### src/common/debug_unit_config.svh
`ifndef DEBUG_UNIT_CONFIG_SVH
`define DEBUG_UNIT_CONFIG_SVH

// command bytes sent by the host
`define DU_CMD_LOAD    8'h01                // start instruction loading
`define DU_CMD_DEBUG   8'h02                // enter step mode
`define DU_CMD_RUN     8'h04                // continuous mode
`define DU_CMD_STEP    8'h08                // one step plus dump
`define DU_CMD_END     8'h10                // last dump, leave debug

// this word is still forwarded to fetch
`define DU_HALT_INSTR  32'hFFFF_FFFF

`define DU_INSTR_BYTES 4                    // msb first on the wire
`define DU_SNAP_BYTES  30                   // 18 + 4 + 5 + 3

`endif

### src/common/debug_unit_pkg.sv
package debug_unit_pkg;

    typedef logic [7:0]  byte_t;
    typedef logic [31:0] instr_t;

    typedef struct packed {
        logic [31:0] reg_da;
        logic [31:0] reg_db;
        logic [5:0]  opcode;
        logic [4:0]  rs;
        logic [4:0]  rt;
        logic [4:0]  rd;
        logic [4:0]  shamt;
        logic [5:0]  funct;
        logic [15:0] immediate;
        logic [31:0] addr2jump;             // lowest bits, sent first
    } id_ex_t;

    typedef struct packed {
        logic [31:0] alu_result;
    } ex_mem_t;

    typedef struct packed {
        logic [31:0] data2mem;
        logic [7:0]  data_addr;
    } mem_wb_t;

    // single-bit flags on top, then the 2-bit selects, then pad
    typedef struct packed {
        logic [8:0]  flags;                 // jump .. reg_write
        logic [9:0]  selects;               // alu_src .. fw_b
        logic [4:0]  pad;
    } control_t;

    // byte 0 of the dump is byte 0 of id_ex
    typedef struct packed {
        control_t control;
        mem_wb_t  mem_wb;
        ex_mem_t  ex_mem;
        id_ex_t   id_ex;
    } snapshot_t;

    typedef enum logic [2:0] {
        MODE_IDLE,
        MODE_LOAD,
        MODE_DEBUG,
        MODE_RUN,
        MODE_DUMP_WAIT
    } du_mode_e;

endpackage

### src/dump/snapshot_capture.sv
`timescale 1ns/100ps

module snapshot_capture
    import debug_unit_pkg::*;
(
    input  logic        clk,
    input  logic        i_rst_n,
    input  logic        i_dump_valid,
    output logic        o_dump_ready,
    input  logic [31:0] i_reg_da,
    input  logic [31:0] i_reg_db,
    input  logic [5:0]  i_opcode,
    input  logic [4:0]  i_rs,
    input  logic [4:0]  i_rt,
    input  logic [4:0]  i_rd,
    input  logic [4:0]  i_shamt,
    input  logic [5:0]  i_funct,
    input  logic [15:0] i_immediate,
    input  logic [31:0] i_addr2jump,
    input  logic [31:0] i_alu_result,
    input  logic [31:0] i_data2mem,
    input  logic [7:0]  i_data_addr,
    input  logic        i_jump,
    input  logic        i_branch,
    input  logic        i_reg_dst,
    input  logic        i_mem2reg,
    input  logic        i_mem_read,
    input  logic        i_mem_write,
    input  logic        i_imm_flag,
    input  logic        i_sign_flag,
    input  logic        i_reg_write,
    input  logic [1:0]  i_alu_src,
    input  logic [1:0]  i_width,
    input  logic [1:0]  i_alu_op,
    input  logic [1:0]  i_fw_a,
    input  logic [1:0]  i_fw_b,
    output snapshot_t   o_snap,
    output logic        o_snap_valid,
    input  logic        i_snap_ready
);

    snapshot_t snap_in;
    logic      full_q;
    logic      capture;

    always_comb begin
        snap_in.id_ex   = {i_reg_da, i_reg_db, i_opcode, i_rs, i_rt, i_rd, i_shamt,
                           i_funct, i_immediate, i_addr2jump};
        snap_in.ex_mem  = i_alu_result;
        snap_in.mem_wb  = {i_data2mem, i_data_addr};
        snap_in.control = {i_jump, i_branch, i_reg_dst, i_mem2reg, i_mem_read, i_mem_write,
                           i_imm_flag, i_sign_flag, i_reg_write, i_alu_src, i_width,
                           i_alu_op, i_fw_a, i_fw_b, 5'b0};     // pad goes out as zero
    end

    assign capture = i_dump_valid && o_dump_ready;

    always_ff @(posedge clk or negedge i_rst_n) begin
        if (!i_rst_n) begin
            full_q <= 1'b0;
        end else if (capture) begin
            full_q <= 1'b1;
        end else if (o_snap_valid && i_snap_ready) begin
            full_q <= 1'b0;                                     // serializer took it
        end
    end

    always_ff @(posedge clk) begin
        if (capture) begin
            o_snap <= snap_in;                                  // latches at request edge
        end
    end

    assign o_dump_ready = !full_q;
    assign o_snap_valid = full_q;

endmodule

### src/dump/snapshot_serializer.sv
`timescale 1ns/100ps
`include "debug_unit_config.svh"

module snapshot_serializer
    import debug_unit_pkg::*;
(
    input  logic      clk,
    input  logic      i_rst_n,
    input  snapshot_t i_snap,
    input  logic      i_snap_valid,
    output logic      o_snap_ready,
    output byte_t     o_tx_data,
    output logic      o_tx_valid,
    input  logic      i_tx_ready
);

    localparam int CNT_W  = $clog2(`DU_SNAP_BYTES);
    localparam int BYTE_W = $bits(byte_t);
    localparam int SNAP_W = $bits(snapshot_t);
    localparam logic [CNT_W-1:0] LAST_BYTE = CNT_W'(`DU_SNAP_BYTES - 1);

    logic [SNAP_W-1:0] shift_q;
    logic [CNT_W-1:0]  cnt_q;
    logic              busy_q;
    logic              load;
    logic              tx_fire;

    assign load    = i_snap_valid && o_snap_ready;
    assign tx_fire = o_tx_valid && i_tx_ready;

    always_ff @(posedge clk or negedge i_rst_n) begin
        if (!i_rst_n) begin
            busy_q <= 1'b0;
            cnt_q  <= '0;
        end else if (load) begin
            busy_q <= 1'b1;
            cnt_q  <= '0;
        end else if (tx_fire) begin
            if (cnt_q == LAST_BYTE) begin
                busy_q <= 1'b0;                                 // byte 30 accepted
                cnt_q  <= '0;
            end else begin
                cnt_q <= cnt_q + 1'b1;
            end
        end
    end

    // low byte always on the output, shifted down per handshake
    always_ff @(posedge clk) begin
        if (load) begin
            shift_q <= i_snap;
        end else if (tx_fire) begin
            shift_q <= shift_q >> BYTE_W;
        end
    end

    assign o_tx_data    = shift_q[BYTE_W-1:0];                  // stable while stalled
    assign o_tx_valid   = busy_q;
    assign o_snap_ready = !busy_q;

endmodule

### src/logic/cmd_decoder.sv
`timescale 1ns/100ps
`include "debug_unit_config.svh"

module cmd_decoder
    import debug_unit_pkg::*;
(
    input  logic   clk,
    input  logic   i_rst_n,
    input  byte_t  i_rx_data,
    input  logic   i_rx_valid,
    input  logic   i_end,                   // program finished, run mode only
    output instr_t o_instr,
    output logic   o_instr_valid,
    output logic   o_step,
    output logic   o_start,
    output logic   o_dump_valid,
    output logic   o_dump_debug,
    input  logic   i_dump_ready
);

    localparam int CNT_W = $clog2(`DU_INSTR_BYTES);
    localparam logic [CNT_W-1:0] LAST_BYTE = CNT_W'(`DU_INSTR_BYTES - 1);

    du_mode_e         mode_q;
    logic [CNT_W-1:0] byte_cnt_q;
    instr_t           instr_q;
    instr_t           instr_next;
    logic             dump_debug_q;
    logic             last_byte;

    assign instr_next = {instr_q[23:0], i_rx_data};             // shift in, msb first
    assign last_byte  = i_rx_valid && (byte_cnt_q == LAST_BYTE);

    always_ff @(posedge clk or negedge i_rst_n) begin
        if (!i_rst_n) begin
            mode_q        <= MODE_IDLE;
            byte_cnt_q    <= '0;
            o_instr_valid <= 1'b0;
            o_step        <= 1'b0;
            dump_debug_q  <= 1'b0;
        end else begin
            o_instr_valid <= 1'b0;                              // both are single pulses
            o_step        <= 1'b0;
            case (mode_q)
                MODE_IDLE: begin
                    byte_cnt_q <= '0;
                    if (i_rx_valid) begin
                        case (i_rx_data)
                            `DU_CMD_LOAD:  mode_q <= MODE_LOAD;
                            `DU_CMD_DEBUG: mode_q <= MODE_DEBUG;
                            `DU_CMD_RUN:   mode_q <= MODE_RUN;
                            default:       mode_q <= MODE_IDLE; // unknown byte
                        endcase
                    end
                end
                MODE_LOAD: begin
                    if (last_byte) begin
                        byte_cnt_q    <= '0;
                        o_instr_valid <= 1'b1;
                        if (instr_next == `DU_HALT_INSTR) begin
                            mode_q <= MODE_IDLE;                // halt word ends loading
                        end
                    end else if (i_rx_valid) begin
                        byte_cnt_q <= byte_cnt_q + 1'b1;
                    end
                end
                MODE_DEBUG: begin
                    if (i_rx_valid) begin
                        if (i_rx_data == `DU_CMD_STEP) begin
                            o_step       <= 1'b1;
                            dump_debug_q <= 1'b1;               // come back for more steps
                            mode_q       <= MODE_DUMP_WAIT;
                        end else if (i_rx_data == `DU_CMD_END) begin
                            dump_debug_q <= 1'b0;               // final dump then idle
                            mode_q       <= MODE_DUMP_WAIT;
                        end
                    end
                end
                MODE_RUN: begin
                    if (i_end) begin
                        dump_debug_q <= 1'b0;
                        mode_q       <= MODE_DUMP_WAIT;
                    end
                end
                MODE_DUMP_WAIT: begin
                    // rx bytes are dropped while the request is pending
                    if (i_dump_ready) begin
                        mode_q <= dump_debug_q ? MODE_DEBUG : MODE_IDLE;
                    end
                end
                default: begin
                    mode_q <= MODE_IDLE;
                end
            endcase
        end
    end

    always_ff @(posedge clk) begin
        if (mode_q == MODE_LOAD && i_rx_valid) begin
            instr_q <= instr_next;
        end
    end

    assign o_instr      = instr_q;
    assign o_dump_valid = (mode_q == MODE_DUMP_WAIT);           // held until ready
    assign o_dump_debug = dump_debug_q;
    assign o_start      = (mode_q == MODE_RUN) || (mode_q == MODE_DEBUG) ||
                          (mode_q == MODE_DUMP_WAIT);

endmodule

### src/logic/uart_debug_unit.sv
`timescale 1ns/100ps

module uart_debug_unit
    import debug_unit_pkg::*;
(
    input  logic        clk,
    input  logic        i_rst_n,
    input  byte_t       i_rx_data,
    input  logic        i_rx_valid,
    input  logic        i_end,
    input  logic [31:0] i_reg_da,
    input  logic [31:0] i_reg_db,
    input  logic [5:0]  i_opcode,
    input  logic [4:0]  i_rs,
    input  logic [4:0]  i_rt,
    input  logic [4:0]  i_rd,
    input  logic [4:0]  i_shamt,
    input  logic [5:0]  i_funct,
    input  logic [15:0] i_immediate,
    input  logic [31:0] i_addr2jump,
    input  logic [31:0] i_alu_result,
    input  logic [31:0] i_data2mem,
    input  logic [7:0]  i_data_addr,
    input  logic        i_jump,
    input  logic        i_branch,
    input  logic        i_reg_dst,
    input  logic        i_mem2reg,
    input  logic        i_mem_read,
    input  logic        i_mem_write,
    input  logic        i_imm_flag,
    input  logic        i_sign_flag,
    input  logic        i_reg_write,
    input  logic [1:0]  i_alu_src,
    input  logic [1:0]  i_width,
    input  logic [1:0]  i_alu_op,
    input  logic [1:0]  i_fw_a,
    input  logic [1:0]  i_fw_b,
    output instr_t      o_instr,
    output logic        o_instr_valid,
    output logic        o_step,
    output logic        o_start,
    output byte_t       o_tx_data,
    output logic        o_tx_valid,
    input  logic        i_tx_ready
);

    logic      dump_valid;
    logic      dump_ready;
    snapshot_t snap;
    logic      snap_valid;
    logic      snap_ready;

    cmd_decoder u_cmd_decoder (
        .clk           (clk),
        .i_rst_n       (i_rst_n),
        .i_rx_data     (i_rx_data),
        .i_rx_valid    (i_rx_valid),
        .i_end         (i_end),
        .o_instr       (o_instr),
        .o_instr_valid (o_instr_valid),
        .o_step        (o_step),
        .o_start       (o_start),
        .o_dump_valid  (dump_valid),
        .o_dump_debug  (),                  // only steers the decoder itself
        .i_dump_ready  (dump_ready)
    );

    // latch inputs share their names with the top ports
    snapshot_capture u_snapshot_capture (
        .i_dump_valid (dump_valid),
        .o_dump_ready (dump_ready),
        .o_snap       (snap),
        .o_snap_valid (snap_valid),
        .i_snap_ready (snap_ready),
        .*
    );

    snapshot_serializer u_snapshot_serializer (
        .clk          (clk),
        .i_rst_n      (i_rst_n),
        .i_snap       (snap),
        .i_snap_valid (snap_valid),
        .o_snap_ready (snap_ready),
        .o_tx_data    (o_tx_data),
        .o_tx_valid   (o_tx_valid),
        .i_tx_ready   (i_tx_ready)
    );

endmodule

### config.mk
export PLATFORM = sky130hd
export DESIGN_NAME = uart_debug_unit
export DESIGN_NICKNAME = d
export VERILOG_FILES = /design/src/common/debug_unit_pkg.sv /design/src/dump/snapshot_capture.sv /design/src/dump/snapshot_serializer.sv /design/src/logic/cmd_decoder.sv /design/src/logic/uart_debug_unit.sv
export VERILOG_INCLUDE_DIRS = /design/src /design/src/common
export SDC_FILE = /design/constraint.sdc
export NUM_CORES = 1
export LEC_CHECK = 0
export CAP_MARGIN = 20
export CORE_ASPECT_RATIO = 0.7
export CORE_MARGIN = 2
export CORE_UTILIZATION = 60
export DETAILED_ROUTE_END_ITERATION = 8
export DONT_BUFFER_PORTS = 1
export PLACE_DENSITY = 0.86
export SLEW_MARGIN = 40
export SYNTH_ARGS = -nofsm -noshare
export SYNTH_HDL_FRONTEND = slang
export SYNTH_SLANG_ARGS = --single-unit
### constraint.sdc
create_clock -name clk -period 23.7 [get_ports clk]
set_input_delay 4.74 -clock clk [delete_from_list [all_inputs] [get_ports clk]]
set_output_delay 4.74 -clock clk [all_outputs]
set_load 0.05 [all_outputs]
# == Yosys cells after proc, flatten, opt, wreduce, memory -nomap -nowiden ==
# Cells that the tools add are included.
# Widths: inputs -> output; s select.
# word_totals
regBits,522
inputBits,248
elab_cells,101
# classes
add_sub_neg,2
eq_ne,20
mux,34
reduce_logical,19
# ops
operator,n
$mux 240,2
$eq 32x32->1 const B,1
$mux 3,8
$mux 5,3
$pmux 3 s5,1
$mux 1,14
$reduce_bool 2->1,5
$eq 8x1->1 const B,1
$eq 8x2->1 const B,1
$eq 8x3->1 const B,1
$eq 8x4->1 const B,1
$eq 8x5->1 const B,1
$ne 2x2->1 const B,4
$reduce_and 7->1,1
$eq 3x2->1 const B,2
$mux 2,3
$pmux 2 s3,1
$add 5x1->5 const B,1
$eq 5x5->1 const B,1
$logic_and 1x1->1,5
$ne 2x1->1 const B,2
$pmux 2 s2,1
$reduce_and 2->1,2
$reduce_and 4->1,1
other kinds (10),12

# == Longest topological paths before layout ==
# depth
word_depth,5
depth_mapped,6
depth_no_buf,5

# == Cells and area by module ==
# Synthesis repeated with hierarchy kept, for this count alone.
# unflattened
hier_cells,1374
area_unflattened_um2,19207.2
# by_module_without_submodules
module,n_inst,cells_each,area_each_um2,seq_area_each_um2
snapshot_serializer,1,1036,10557.6,7357.1
snapshot_capture,1,245,7143.1,7081.8
cmd_decoder,1,93,1506.4,1161.1

# == Worst setup path after synthesis ==
# OpenSTA, ideal clock, no wires.
# synth_timing
kind,flip-flop to flip-flop
startpoint,register u_cmd_decoder.mode_q[0]
endpoint,register u_snapshot_capture.o_snap[0] in the netlist's numbering (enable)
t_arrival_ps,10383
t_required_ps,22864
slack_ps,12481
path_stages_with_launch,4
synth_period_minus_slack_ps,11219
path_cell_list,dfrtp_1 inv_1 nand3b_1 nor2_1
# synth_via
elab_chain_cells,2
# synth_rtl
item,line_no,text
start: declaration,cmd_decoder.sv:24,du_mode_e mode_q;
start signal: assignment,cmd_decoder.sv:88,mode_q <= dump_debug_q ? MODE_DEBUG : MODE_IDLE;
$eq 3x3->1,cmd_decoder.sv:105,assign o_dump_valid = (mode_q == MODE_DUMP_WAIT);
$logic_and 1x1->1,snapshot_capture.sv:56,assign capture = i_dump_valid && o_dump_ready;
via u_snapshot_capture.capture,snapshot_capture.sv:44,logic capture;
end signal: assignment,snapshot_capture.sv:70,o_snap <= snap_in;
end: declaration,snapshot_capture.sv:37,"output snapshot_t o_snap,"
# The timed path passes the listed nets, and every way through them passes these cells.
# A chain may end at the register's enable or synchronous reset.

# == Worst setup path after layout ==
# layout_timing
startpoint,register u_cmd_decoder.mode_q[0]
endpoint,output o_start
# layout_via
elab_chain_cells,3
# layout_rtl
item,line_no,text
$eq 3x2->1,cmd_decoder.sv:107,assign o_start = (mode_q == MODE_RUN) || (mode_q == MODE_DEBUG) ||
$logic_or 1x1->1,cmd_decoder.sv:107,
$logic_or 1x1->1 (*),cmd_decoder.sv:107,
end: declaration,uart_debug_unit.sv:41,"output logic o_start,"
# Every way passes the cells marked *; elsewhere a longest branch is shown, timed or not.

==> flow_summary_export.csv <==
group,metric,value,unit
critical_path,r2r_cells,5,
cells_and_area,nets,1605,
critical_path,cp_max_fo,8,
synth,netlist_area,19000,µm²
clock_tree,cts_htree_levels,2,
clock_tree,ctsResizeCount,0,
synth,synthArstFlopShare,2.87,%
cells_and_area,layout_commonest_cell,"nand2_1",
timing,worst_slew_pin_slew,0.779,ns
synth,yosysSeqAreaShare,82.1,%
cells_and_area,instances_no_fill,1827,
critical_path,worst_path_largest_cell_delay,0.47,ns
critical_path,critPathSlowestCell,"dfrtp_1",
global_route,overflow,0,
critical_path,crit_end,"o_start",
timing,finClkSkew,0.0268,ns
power_and_ir_drop,power.total,1.92,mW
route,post_drt_wl_per_cell,19.9,µm
synth,synth_edf_count,507,
timing,finalHoldViolations,0,
timing,setup_viol,0,
critical_path,worst_setup_path_start_kind,"flop",
critical_path,crit_type,"reg -> out",
cells_and_area,final_cell_area,21100,µm²
synth,syn_area_per_cell,14.1,µm²
floorplan,core,31100,µm²
critical_path,critPathCaptureType,"primary output",
cells_and_area,area_growth,10.9,%
route,drt_iter0_markers,1056,
clock_tree,cts_setup_buffers,0,
critical_path,rrSetupSlack,20.36,ns
route,antenna_left,0,
synth,yosysTopAreaCellShare,80.1,%
critical_path,reg2reg_to,"u_snapshot_serializer.shift_q[145]",
global_route,antenna_found_initial,22,
timing,fin_setup_tns,0,ns
placed_design,numPortBuffers,0,
synth,syn_inst,1352,
placed_design,gp_congestion,0.809,
run_status,status,"finished clean",
clock_tree,tritoncts,"built",
clock_tree,cts_made_buffers,47,
global_route,globalRouteMet2Util,34.2,%
timing,fin_crit_sh,27.2,%
critical_path,critPathArrivalTime,1.70,ns
clock_tree,cts_sinks,522,
clock_tree,hold_buffers,0,
timing,rsz0062_at_grt,"no",
global_route,gr-max-usage-layer,"met2",
run,drv_cap,0,
critical_path,rr_startpoint,"u_snapshot_serializer.o_tx_valid",
global_route,gr-usage-met1,29.0,%
route,routed_wl,36300,µm
route,vias,10000,
placed_design,dpl-instance-area,19500,µm²
synth,synth-main-ff-cell,"edfxtp_1",
synth,yosysWarnings,0,
critical_path,crit_family,"simple AND/OR/NAND/NOR gates",
route,drc,0,
synth,synth_area_leaders,"edfxtp_1, nand2_1, dfrtp_1",
global_route,grt_max_degree,106,
critical_path,cp_cell_sequence,"inv_1 > nand3b_1 > nand2_1",
timing,fmax,0.155,GHz
critical_path,cp-startpoint,"u_cmd_decoder.mode_q[0]",
floorplan,die_w,217,µm
global_route,grt_pass1_vias,9667,
power_and_ir_drop,p_leak,7.76,nW
cells_and_area,final_cell_mix,"nand2_1, edfxtp_1, clkbuf_16, dfrtp_1, and2_1",
placed_design,dp.cells,1725,
clock_tree,cts-root-buf,"clkbuf_16",
floorplan,io_pins,292,
clock_tree,cts_buffer_depth,3,
critical_path,crit_required,18.96,ns
cells_and_area,postLayoutCoreUtil,67.6,%
timing,finalMaxSlewViolations,0,
timing,fin_crit,6.44,ns
global_route,grt_pass1_wl,53900,µm
route,via_per_inst,5.49,
critical_path,critPathBufInv,1,
placed_design,post-dp-hpwl,22400,µm
clock_tree,insertion_delay,0.56,ns
floorplan,start_util,61.0,%
worst_hold_path,hold_path_class,"reg -> reg",
worst_hold_path,min_from,"u_cmd_decoder.o_dump_debug",
timing,relSlewSlack,48.1,%
synth,ys_ff_latch,522,
cells_and_area,post_route_cells_drive_above_1_share,5.98,%
synth,synth_top_area_cell,"edfxtp_1",
floorplan,die_area,33100,µm²
power_and_ir_drop,p_per_area,91.0,nW/µm²
synth,syn-num-nets,1603,
floorplan,die_h,153,µm
synth,synth_cell_types,38,
route,drt-pass1-iter-count,5,
power_and_ir_drop,peakVddDrop,0.0987,mV
global_route,use_met3,6.09,%
global_route,grt.total_usage,21.4,%
critical_path,cp.depth,3,
clock_tree,cts.clk_slew.worst_paths,0.05,ns
floorplan,rows,54,
## cell families (layout without fill, tap and decap cells)
logic type | count (synthesis) | in the layout | share of synthesized area [%]
AO/OA/AOI/OAI | 18 | 18 | 0.672
XOR/XNOR | 6 | 6 | 0.277
adder cells (fa/ha/maj) | 3 | 3 | 0.198
buffers and inverters | 62 | 98 | 1.38
flip-flops | 522 | 522 | 82.1
multiplexers | 1 | 1 | 0.0593
other | 0 | 19 | 0
AND/OR/NAND/NOR | 740 | 740 | 15.3
## cells in the mapped netlist, types with 2 or more instances
| master | n |
|---|---|
| dfrtp_1 | 15 |
| nand2b_1 | 3 |
| clkbuf_1 | 52 |
| nand2_1 | 689 |
| nand4_1 | 11 |
| inv_1 | 2 |
| xor2_1 | 3 |
| edfxtp_1 | 507 |
| nor3_1 | 2 |
| a21o_1 | 4 |
| and2_1 | 14 |
| nor2_1 | 9 |
| buf_4 | 8 |
| o21ai_0 | 4 |
| ha_1 | 3 |
| xnor2_1 | 3 |
| or4_1 | 2 |
## layout make-up
type / count / area, µm²
clock buffers: 58 / 1220
flip-flops and latches: 522 / 15600
diodes: 19 / 47.5
fillers: 2021 / 10100
clock inverters: 25 / 290
well taps: 420 / 526
repair buffers: 13 / 209
multi-input cells: 768 / 3170
inverters: 2 / 7.51
## worst min path at each step
stage                                 endpoint  slack [ns]  cells after the start
global route        u_cmd_decoder.o_dump_debug        0.50                      1
detailed placement  u_cmd_decoder.o_dump_debug        0.47                      1
global placement    u_cmd_decoder.o_dump_debug        0.47                      1
finish              u_cmd_decoder.o_dump_debug        0.49                      1
floorplan           u_cmd_decoder.o_dump_debug        0.45                      1
CTS                 u_cmd_decoder.o_dump_debug        0.49                      1
## per-layer routing
metal | routed length, µm | share of wire (%)
met1 | 14700 | 40
met2 | 17600 | 49
met3 | 3070 | 8.4
met4 | 845 | 2.3
met5 | 52 | 0.14
## power breakdown
| group | leakage, nW | internal, mW | switching (mW) |
|---|---|---|---|
| Clock | 0.735 | 0.423 | 0.319 |
| Sequential | 4.80 | 1.07 | 0.0361 |
| Combinational | 2.22 | 0.0218 | 0.0468 |
| Total | 7.76 | 1.52 | 0.402 |
## state kept, by name, summed over array words and instances (netlist names)
name                              cells
u_cmd_decoder.o_instr_valid           1
u_cmd_decoder.o_step                  1
u_cmd_decoder.o_instr                32
u_cmd_decoder.byte_cnt_q              2
u_cmd_decoder.o_dump_debug            1
u_snapshot_capture.o_snap_valid       1
u_snapshot_serializer.shift_q       240
u_snapshot_serializer.cnt_q           5
u_cmd_decoder.mode_q                  3
u_snapshot_capture.o_snap           235
u_snapshot_serializer.o_tx_valid      1
## metrics by stage
stage	worst slack, ns	hold slack [ns]
finish	17.26	0.485
global route	17.13	0.496
floorplan	12.48	0.450
CTS	17.23	0.485
global placement	16.80	0.467
detailed placement	16.74	0.472
## worst register-to-register path, stage by stage (launching register included)
cell and delay, ns:
dfrtp_1 0.81, nand2b_4 0.73, buf_6 0.59, buf_6 0.62, nand2_1 0.31, nand2_1 0.13
(Power assumes the default switching activity.)
